## config.mk

```make
export PLATFORM = sky130hd
export DESIGN_NAME = axi_read_master
export DESIGN_NICKNAME = d
export VERILOG_FILES = /design/src/rtl/axi_pkg.sv /design/src/rtl/rdm_pkg.sv /design/src/rtl/rdm_job_if.sv /design/src/rtl/rdm_cmd_capture.sv /design/src/rtl/rdm_ar_issue.sv /design/src/rtl/rdm_r_track.sv /design/src/rtl/rdm_data_fifo.sv /design/src/rtl/axi_read_master.sv
export SDC_FILE = /design/constraint.sdc
export NUM_CORES = 2
export LEC_CHECK = 0
export ABC_CLOCK_PERIOD_IN_PS = 6500
export BUFFER_PORTS_ARGS = -buffer_cell sky130_fd_sc_hd__buf_2
export CAP_MARGIN = 40
export CORE_ASPECT_RATIO = 0.6
export CORE_MARGIN = 2
export CORE_UTILIZATION = 40
export CTS_CLUSTER_DIAMETER = 120
export DETAILED_ROUTE_END_ITERATION = 6
export GPL_TIMING_DRIVEN = 0
export PLACE_DENSITY = 0.57
export SYNTH_ARGS = -nofsm -noshare
export SYNTH_HDL_FRONTEND = slang
export SYNTH_HIERARCHICAL = 1
export SYNTH_MEMORY_MAX_BITS = 65536
export SYNTH_SLANG_ARGS = --single-unit
```

## constraint.sdc

```tcl
create_clock -name aclk -period 6.5 [get_ports aclk]
set_clock_uncertainty 0.15 [all_clocks]
set_input_delay 0.325 -clock aclk [delete_from_list [all_inputs] [get_ports aclk]]
set_output_delay 0.325 -clock aclk [all_outputs]
set_load 0.02 [all_outputs]
```

## src/rtl/axi_pkg.sv

```systemverilog
// AXI4 protocol facts for the read master
//   Address and data bus widths with their word types
//   Burst length field type
//   Beat size and the 4 KB burst boundary
package axi_pkg;

  // Bus widths
  localparam int addr_w = 32;
  localparam int data_w = 64;

  // AxLEN holds the beat count minus one
  localparam int len_w = 8;

  // Bytes moved by one data beat
  localparam int bytes_per_beat = data_w / 8;

  // No burst may cross this address boundary
  localparam int max_burst_bytes = 4096;

  typedef logic [addr_w-1:0] addr_t;
  typedef logic [data_w-1:0] data_t;
  typedef logic [len_w-1:0]  len_t;

endpackage

```

## src/rtl/rdm_pkg.sv

```systemverilog
// Read master configuration
//   Burst size, outstanding limit and FIFO depth
//   Widths derived from them and the matching types
//   Address issue FSM states
package rdm_pkg;

  ////////////////////
  // Configuration
  ////////////////////
  localparam int burst_beats     = 16;
  localparam int max_outstanding = 4;
  // Room for every beat that the credits allow in flight
  localparam int fifo_depth      = burst_beats * max_outstanding;

  ////////////////////
  // Derived widths
  ////////////////////
  localparam int size_w      = 32;
  localparam int beat_lsb    = $clog2(axi_pkg::bytes_per_beat);
  localparam int beats_w     = size_w - beat_lsb;
  localparam int len_lsb     = $clog2(burst_beats);
  localparam int burst_cnt_w = 28;
  localparam int credit_w    = $clog2(max_outstanding + 1);
  localparam int fifo_aw     = $clog2(fifo_depth);
  // Extra bit tells full from empty
  localparam int fifo_ptr_w  = fifo_aw + 1;

  // Bytes covered by one full burst, 128
  localparam int burst_bytes = burst_beats * axi_pkg::bytes_per_beat;
  localparam axi_pkg::addr_t burst_stride    = axi_pkg::addr_t'(burst_bytes);
  localparam axi_pkg::addr_t burst_addr_mask = axi_pkg::addr_t'(burst_bytes - 1);
  localparam axi_pkg::len_t  full_len        = axi_pkg::len_t'(burst_beats - 1);

  typedef logic [size_w-1:0]      size_t;
  typedef logic [beats_w-1:0]     beats_t;
  typedef logic [burst_cnt_w-1:0] burst_cnt_t;
  typedef logic [credit_w-1:0]    credit_t;
  typedef logic [fifo_ptr_w-1:0]  fifo_ptr_t;

  // Address issue FSM
  typedef enum logic [1:0] {
    idle,
    issue,
    stall
  } ar_state_e;

endpackage

```

## src/rtl/rdm_job_if.sv

```systemverilog
// Read job handed from command capture to the later stages
//   Load strobe with the aligned base address
//   Burst count minus one and the length of the final burst
`timescale 1ns/1ps

interface rdm_job_if;

  // One cycle strobe, fields are valid with it and held after
  logic                load;
  axi_pkg::addr_t      base_addr;
  // Number of bursts minus one
  rdm_pkg::burst_cnt_t num_bursts;
  // AxLEN of the last burst
  axi_pkg::len_t       final_len;

  modport capture (output load, output base_addr, output num_bursts, output final_len);

  // Address issue needs the whole job
  modport ar (input load, input base_addr, input num_bursts, input final_len);

  // Response tracking only counts bursts
  modport r (input load, input num_bursts);

endinterface

```

## src/rtl/rdm_cmd_capture.sv

```systemverilog
// Command capture stage
//   Samples start address and byte count on ctrl_start
//   Rounds the count up to whole beats, aligns the address down
//   Splits the job into bursts and strobes load two cycles later
`timescale 1ns/1ps

module rdm_cmd_capture (
  input  logic            aclk,
  input  logic            areset,
  input  logic            ctrl_start,
  input  axi_pkg::addr_t  ctrl_addr_offset,
  input  rdm_pkg::size_t  ctrl_xfer_size_in_bytes,
  rdm_job_if.capture      job
);

  logic            start_d1;
  axi_pkg::addr_t  addr_r;
  // Total beats minus one
  rdm_pkg::beats_t beats_m1;

  ////////////////////
  // Start strobe
  ////////////////////
  always_ff @(posedge aclk) begin
    if (areset) begin
      start_d1 <= 1'b0;
      job.load <= 1'b0;
    end else begin
      start_d1 <= ctrl_start;
      job.load <= start_d1;
    end
  end

  // First cycle: round and align
  always_ff @(posedge aclk) begin
    if (ctrl_start) begin
      addr_r <= ctrl_addr_offset & ~rdm_pkg::burst_addr_mask;
      // A partial last beat counts as a whole beat
      if (|ctrl_xfer_size_in_bytes[rdm_pkg::beat_lsb-1:0]) begin
        beats_m1 <= ctrl_xfer_size_in_bytes[rdm_pkg::size_w-1:rdm_pkg::beat_lsb];
      end else begin
        beats_m1 <= ctrl_xfer_size_in_bytes[rdm_pkg::size_w-1:rdm_pkg::beat_lsb] - 1'b1;
      end
    end
  end

  // Second cycle: split into bursts
  always_ff @(posedge aclk) begin
    if (start_d1) begin
      job.base_addr  <= addr_r;
      // Upper bits of beats minus one give bursts minus one
      job.num_bursts <= rdm_pkg::burst_cnt_t'(beats_m1[rdm_pkg::beats_w-1:rdm_pkg::len_lsb]);
      // Low bits give the final burst length
      job.final_len  <= axi_pkg::len_t'(beats_m1[rdm_pkg::len_lsb-1:0]);
    end
  end

endmodule

```

## src/rtl/rdm_ar_issue.sv

```systemverilog
// Read address channel sequencing
//   FSM over idle, issue and stall
//   Address counter stepping one burst per accepted address
//   Burst countdown selecting the final burst length
//   Outstanding credit counter, spent on AR and returned on stream tlast
`timescale 1ns/1ps

module rdm_ar_issue (
  input  logic           aclk,
  input  logic           areset,
  rdm_job_if.ar          job,
  input  logic           credit_return,
  output logic           arvalid,
  input  logic           arready,
  output axi_pkg::addr_t araddr,
  output axi_pkg::len_t  arlen
);

  rdm_pkg::ar_state_e  state;
  rdm_pkg::burst_cnt_t bursts_left;
  rdm_pkg::credit_t    credits;
  logic                arxfer;
  logic                final_burst;
  logic                have_credit;

  assign arxfer      = arvalid & arready;
  assign final_burst = (bursts_left == '0);
  assign have_credit = (credits != '0);

  // Counter only moves on accept, so arlen holds while arvalid waits
  assign arlen = final_burst ? job.final_len : rdm_pkg::full_len;

  ////////////////////
  // FSM and arvalid
  ////////////////////
  always_ff @(posedge aclk) begin
    if (areset) begin
      state   <= rdm_pkg::idle;
      arvalid <= 1'b0;
    end else begin
      case (state)
        rdm_pkg::idle: begin
          if (job.load) begin
            state <= rdm_pkg::issue;
          end
        end
        rdm_pkg::issue: begin
          if (arxfer) begin
            // One idle cycle between addresses
            arvalid <= 1'b0;
            if (final_burst) begin
              state <= rdm_pkg::idle;
            end
          end else if (!arvalid) begin
            if (have_credit) begin
              arvalid <= 1'b1;
            end else begin
              state <= rdm_pkg::stall;
            end
          end
        end
        rdm_pkg::stall: begin
          // Wait here until a burst drains from the stream side
          if (have_credit) begin
            arvalid <= 1'b1;
            state   <= rdm_pkg::issue;
          end
        end
        default: begin
          state   <= rdm_pkg::idle;
          arvalid <= 1'b0;
        end
      endcase
    end
  end

  ////////////////////
  // Address counter
  ////////////////////
  always_ff @(posedge aclk) begin
    if (job.load) begin
      araddr <= job.base_addr;
    end else if (arxfer) begin
      araddr <= araddr + rdm_pkg::burst_stride;
    end
  end

  // Burst countdown, stops at zero on the final burst
  always_ff @(posedge aclk) begin
    if (areset) begin
      bursts_left <= '0;
    end else if (job.load) begin
      bursts_left <= job.num_bursts;
    end else if (arxfer && !final_burst) begin
      bursts_left <= bursts_left - 1'b1;
    end
  end

  ////////////////////
  // Credits
  ////////////////////
  always_ff @(posedge aclk) begin
    if (areset) begin
      credits <= rdm_pkg::credit_t'(rdm_pkg::max_outstanding);
    end else begin
      case ({arxfer, credit_return})
        2'b10:   credits <= credits - 1'b1;
        2'b01:   credits <= credits + 1'b1;
        // Spend and return together cancel
        default: credits <= credits;
      endcase
    end
  end

endmodule

```

## src/rtl/rdm_r_track.sv

```systemverilog
// Read data channel tracking
//   Counts bursts finished by an accepted rlast
//   Pulses ctrl_done for one cycle after the final burst
`timescale 1ns/1ps

module rdm_r_track (
  input  logic  aclk,
  input  logic  areset,
  rdm_job_if.r  job,
  input  logic  rvalid,
  input  logic  rlast,
  output logic  ctrl_done
);

  rdm_pkg::burst_cnt_t bursts_left;
  logic                busy;
  logic                burst_end;

  // rready is tied high, so rvalid alone means accepted
  assign burst_end = rvalid & rlast;

  always_ff @(posedge aclk) begin
    if (areset) begin
      bursts_left <= '0;
      busy        <= 1'b0;
      ctrl_done   <= 1'b0;
    end else begin
      // Default low keeps the pulse to a single cycle
      ctrl_done <= 1'b0;
      if (job.load) begin
        bursts_left <= job.num_bursts;
        busy        <= 1'b1;
      end else if (busy && burst_end) begin
        if (bursts_left == '0) begin
          // Last rlast of the job
          busy      <= 1'b0;
          ctrl_done <= 1'b1;
        end else begin
          bursts_left <= bursts_left - 1'b1;
        end
      end
    end
  end

endmodule

```

## src/rtl/rdm_data_fifo.sv

```systemverilog
// Read data buffer
//   Memory of fifo_depth beats, each with its last flag
//   Registered first-word-fall-through stream output
//   Bypass into the output register when the memory is empty
//   Credit return pulse on each stream beat with tlast
`timescale 1ns/1ps

module rdm_data_fifo (
  input  logic           aclk,
  input  logic           areset,
  input  logic           rvalid,
  input  logic           rlast,
  input  axi_pkg::data_t rdata,
  output logic           tvalid,
  input  logic           tready,
  output logic           tlast,
  output axi_pkg::data_t tdata,
  output logic           credit_return
);

  axi_pkg::data_t     mem_data [rdm_pkg::fifo_depth];
  logic               mem_last [rdm_pkg::fifo_depth];
  rdm_pkg::fifo_ptr_t wr_ptr;
  rdm_pkg::fifo_ptr_t rd_ptr;
  logic               mem_empty;
  logic               out_free;
  logic               take_mem;
  logic               bypass;
  logic               push;

  assign mem_empty = (wr_ptr == rd_ptr);
  // Output register can take a new beat this cycle
  assign out_free  = !tvalid || tready;
  assign take_mem  = out_free && !mem_empty;
  // Skip the memory so a beat shows up one cycle after rvalid
  assign bypass    = out_free && mem_empty && rvalid;
  assign push      = rvalid && !bypass;

  ////////////////////
  // Storage
  ////////////////////
  always_ff @(posedge aclk) begin
    if (push) begin
      mem_data[wr_ptr[rdm_pkg::fifo_aw-1:0]] <= rdata;
      mem_last[wr_ptr[rdm_pkg::fifo_aw-1:0]] <= rlast;
    end
  end

  always_ff @(posedge aclk) begin
    if (areset) begin
      wr_ptr <= '0;
      rd_ptr <= '0;
    end else begin
      if (push) begin
        wr_ptr <= wr_ptr + 1'b1;
      end
      if (take_mem) begin
        rd_ptr <= rd_ptr + 1'b1;
      end
    end
  end

  ////////////////////
  // Stream output
  ////////////////////
  always_ff @(posedge aclk) begin
    if (areset) begin
      tvalid <= 1'b0;
    end else if (out_free) begin
      tvalid <= take_mem || bypass;
    end
  end

  // Payload only changes when the register is free, so it holds under stall
  always_ff @(posedge aclk) begin
    if (take_mem) begin
      tdata <= mem_data[rd_ptr[rdm_pkg::fifo_aw-1:0]];
      tlast <= mem_last[rd_ptr[rdm_pkg::fifo_aw-1:0]];
    end else if (bypass) begin
      tdata <= rdata;
      tlast <= rlast;
    end
  end

  // A whole burst has left the master
  assign credit_return = tvalid & tready & tlast;

endmodule

```

## src/rtl/axi_read_master.sv

```systemverilog
// AXI4 read master top level
//   Command capture, address issue, response tracking, data buffer
//   Plain AXI read channel and stream ports
`timescale 1ns/1ps

module axi_read_master (
  input  logic           aclk,
  input  logic           areset,
  // Control
  input  logic           ctrl_start,
  output logic           ctrl_done,
  input  axi_pkg::addr_t ctrl_addr_offset,
  input  rdm_pkg::size_t ctrl_xfer_size_in_bytes,
  // AXI4 read address channel
  output logic           m_axi_arvalid,
  input  logic           m_axi_arready,
  output axi_pkg::addr_t m_axi_araddr,
  output axi_pkg::len_t  m_axi_arlen,
  // AXI4 read data channel
  input  logic           m_axi_rvalid,
  output logic           m_axi_rready,
  input  axi_pkg::data_t m_axi_rdata,
  input  logic           m_axi_rlast,
  // Stream output
  output logic           m_axis_tvalid,
  input  logic           m_axis_tready,
  output axi_pkg::data_t m_axis_tdata,
  output logic           m_axis_tlast
);

  rdm_job_if job ();
  logic      credit_return;

  // Credits keep FIFO room for every outstanding beat
  assign m_axi_rready = 1'b1;

  rdm_cmd_capture u_cmd_capture (
    .aclk                    (aclk),
    .areset                  (areset),
    .ctrl_start              (ctrl_start),
    .ctrl_addr_offset        (ctrl_addr_offset),
    .ctrl_xfer_size_in_bytes (ctrl_xfer_size_in_bytes),
    .job                     (job.capture)
  );

  rdm_ar_issue u_ar_issue (
    .aclk          (aclk),
    .areset        (areset),
    .job           (job.ar),
    .credit_return (credit_return),
    .arvalid       (m_axi_arvalid),
    .arready       (m_axi_arready),
    .araddr        (m_axi_araddr),
    .arlen         (m_axi_arlen)
  );

  rdm_r_track u_r_track (
    .aclk      (aclk),
    .areset    (areset),
    .job       (job.r),
    .rvalid    (m_axi_rvalid),
    .rlast     (m_axi_rlast),
    .ctrl_done (ctrl_done)
  );

  rdm_data_fifo u_data_fifo (
    .aclk          (aclk),
    .areset        (areset),
    .rvalid        (m_axi_rvalid),
    .rlast         (m_axi_rlast),
    .rdata         (m_axi_rdata),
    .tvalid        (m_axis_tvalid),
    .tready        (m_axis_tready),
    .tlast         (m_axis_tlast),
    .tdata         (m_axis_tdata),
    .credit_return (credit_return)
  );

endmodule

```

==> impl_metrics.json <==
{
  "slew_headroom_pct": 30.2,
  "maxCapViolations": 0,
  "die_y_um": 511,
  "synth.distinct_cells": 85,
  "worst_slew_pin_slew_ns": 1.04,
  "ys_ff_latch": 4452,
  "fillCellCount": 34608,
  "cp.required_ns": 7.12,
  "r2r_end": "u_data_fifo/tdata[53]",
  "synth_area_leaders": "edfxtp_1 77%, mux4_2 12%, mux2_2 3.4%",
  "arrival_ns": 6.04,
  "grt.overflow.total": 0,
  "antenna_found_initial": 28,
  "clockBufferDepth": 4,
  "post-synth-top-area-cell": "edfxtp_1",
  "finalSetupViolCount": 0,
  "layout-area-overhead-vs-synth_pct": 18.5,
  "port_buffers": 231,
  "layout-drive-gt1-share_pct": 31.0,
  "grt_max_degree": 66,
  "ff2ff_path_depth": 11,
  "clk_pin_slew_ns": 0.07,
  "drt-vias-per-instance": 6.06,
  "placed_cell_area_um2": 188000,
  "route.detailed.drc": 0,
  "crit_path_start_kind": "flip-flop",
  "cts_tree": "yes",
  "critical_path_class": "reg -> reg",
  "first_iter_violations": 16101,
  "p_leak_nw": 62.6,
  "cts_num_sinks": 4452,
  "finalCritPeriodShare_pct": 83.4,
  "synth_area_um2": 171000,
  "place_congestion": 0.888,
  "min-delay-start": "m_axi_rdata[12]",
  "hold_violations": 0,
  "start_util_pct": 40.1,
  "worstHoldPathCells": 2,
  "io_pins": 244,
  "die_area_um2": 434000,
  "synth-async-reset-ratio_pct": 0,
  "postSynthCellCount": 7941,
  "routed_wl_um": 519000,
  "cp_max_fo": 11,
  "hold-path-endpoint": "u_data_fifo/mem_data[47][12]",
  "syn_avg_cell_area_um2": 21.6,
  "core-area_um2": 427000,
  "die_w_um": 849,
  "max_freq_mhz": 184,
  "rsz0062_at_grt": "false",
  "groute.usage.overall_pct": 23.3,
  "hp-class": "in -> reg",
  "p_per_area_nw_per_um2": 325,
  "numCtsBuffers": 401,
  "fin_cells": 15298,
  "placement_rows": 186,
  "fin_nets": 9368,
  "r2r_slack_ns": 1.08,
  "slew_violations": 0,
  "ys_warn_count": 6,
  "dp.cells": 14333,
  "peakVddDrop_mv": 0.281,
  "cts-root-buf": "clkbuf_16",
  "grt_pass1_wl_um": 710000,
  "dpl.hpwl_um": 369000,
  "ant_nets": 0,
  "final_area_um2": 203000,
  "synth_top_area_share_pct": 76.5,
  "wire_per_inst_um": 33.9,
  "status": "completed",
  "htree_levels": 5,
  "cp-end-kind": "flip-flop",
  "synth_edf_count": 4365,
  "min_period_ns": 5.42,
  "ys.flop_type": "edfxtp_1",
  "first_pass_iters": 6,
  "via_count": 92687,
  "setup-tns-final_ns": 0,
  "ys_seq_area_share_pct": 77.5,
  "first_global_vias": 88002,
  "clk_latency_ns": 0.97
}
cell usage in the layout, fill, tap and decap left out, types with 90 or more instances in the layout:
| master | count |
|---|---|
| nand2_1 | 138 |
| nand3_1 | 90 |
| nor3_1 | 161 |
| buf_12 | 293 |
| clkbuf_16 | 408 |
| clkbuf_1 | 315 |
| o22ai_1 | 262 |
| buf_2 | 354 |
| dlygate4sd3_1 | 183 |
| mux2_2 | 523 |
| mux4_2 | 910 |
| edfxtp_1 | 4365 |
| nor2_1 | 92 |
kinds of logic after synthesis:
group                    synth area share, %
flip-flops                              77.5
adder cells (fa/ha/maj)                0.107
AND/OR/NAND/NOR                         2.30
buffers and inverters                   1.28
other                                0.00438
multiplexers                            15.4
XOR/XNOR                               0.332
AO/OA/AOI/OAI                           3.02
worst max-delay path by stage:
stage	depth (start not counted)	slack, ns	to	start
floorplan	6	1.23	u_data_fifo/mem_data[42][0]	u_data_fifo/tvalid
global placement	6	-4.81	u_data_fifo/mem_data[42][60]	u_data_fifo/tvalid
detailed placement	11	1.43	u_data_fifo/tdata[55]	flip-flop
CTS	11	1.38	u_data_fifo/tdata[55]	flip-flop
global route	12	1.16	u_data_fifo/tdata[55]	flip-flop
finish	11	1.08	u_data_fifo/tdata[53]	flip-flop
through the flow:
stage	hold WS [ns]	util (%)	worst slack, ns	total power, mW
global route	0.0221	47.5	1.16	68.0
detailed placement	0.255	44.0	1.43	43.2
CTS	0.0327	47.4	1.38	66.3
finish	0.0316	47.5	1.08	66.0
floorplan	0.247	-	1.23	38.5
global placement	0.251	42.1	-4.81	42.6
sequential cells by signal (all words and copies together), names as in the netlist, 25 cells and up, named ones only:
signal,cells
u_cmd_capture/job.num_bursts,25
u_cmd_capture/job.base_addr,25
u_data_fifo/mem_last,64
u_ar_issue/bursts_left,28
u_r_track/bursts_left,28
u_cmd_capture/beats_m1,29
u_data_fifo/mem_data,4096
u_cmd_capture/addr_r,25
u_ar_issue/araddr,32
u_data_fifo/tdata,64
final cells by class:
| class | instances | area (um2) | area share, % |
|---|---|---|---|
| flip-flops and latches | 4452 | 133000 | 65.4 |
| diodes | 17 | 42.5 | 0.0210 |
| well taps | 5734 | 7170 | 3.53 |
| clock inverters | 233 | 1920 | 0.945 |
| repair buffers | 862 | 11400 | 5.60 |
| plain buffers | 472 | 2120 | 1.04 |
| inverters | 27 | 106 | 0.0524 |
| clock buffers | 498 | 10600 | 5.23 |
| multi-input cells | 3003 | 36800 | 18.1 |
report_power, final:
group          total (mW)  internal, mW  switching [mW]
combinational        10.3          3.87            6.39
clock                23.3          12.7            10.7
sequential           32.5          32.2           0.253
synthesized netlist by cell type (6+ instances only):
cell type,count
a211oi_1,16
a21oi_1,29
a221o_1,66
a22o_1,67
a22oi_1,68
a311oi_1,20
a31oi_1,13
and2_1,14
and3_1,12
and4_1,11
buf_1,72
buf_2,111
buf_4,28
buf_6,11
clkbuf_1,250
dfxtp_1,87
edfxtp_1,4365
ha_1,13
inv_1,26
mux2_2,523
mux4_2,910
nand2_1,138
nand2b_1,6
nand3_1,90
nand4_1,28
nor2_1,156
nor2b_1,9
nor3_1,161
nor4_1,20
o21ai_0,59
o22ai_1,262
o31ai_1,80
or3_1,28
or4_1,22
xnor2_1,36
xor2_1,29
worst max-delay path, stage by stage (launching register included):
cell and delay (ns):
dfxtp_1 0.34, buf_6 0.16, buf_2 0.70, or2_2 0.23
clkbuf_1 0.56, clkbuf_2 0.57, buf_16 0.23, clkbuf_1 0.61
o22ai_1 0.14, nor3_1 0.82, o31ai_1 0.34, nand3_1 0.27
what timing repair did:
action                                  CTS  global route
buffers inserted                          0             0
gates resized for setup                   0             0
endpoints found under the hold margin  4168             2
hold buffers                            182             1
per-layer routing:
metal  vias up  GRT usage [%]  part of all wire (%)
met5         -              0                0.0081
met4         6           5.89                   2.8
met3       761           6.61                    13
met2      6105           30.3                    39
met1     49619           37.9                    45
li1      36196              -                     -
Note: power is estimated with default switching activity, not from simulation.
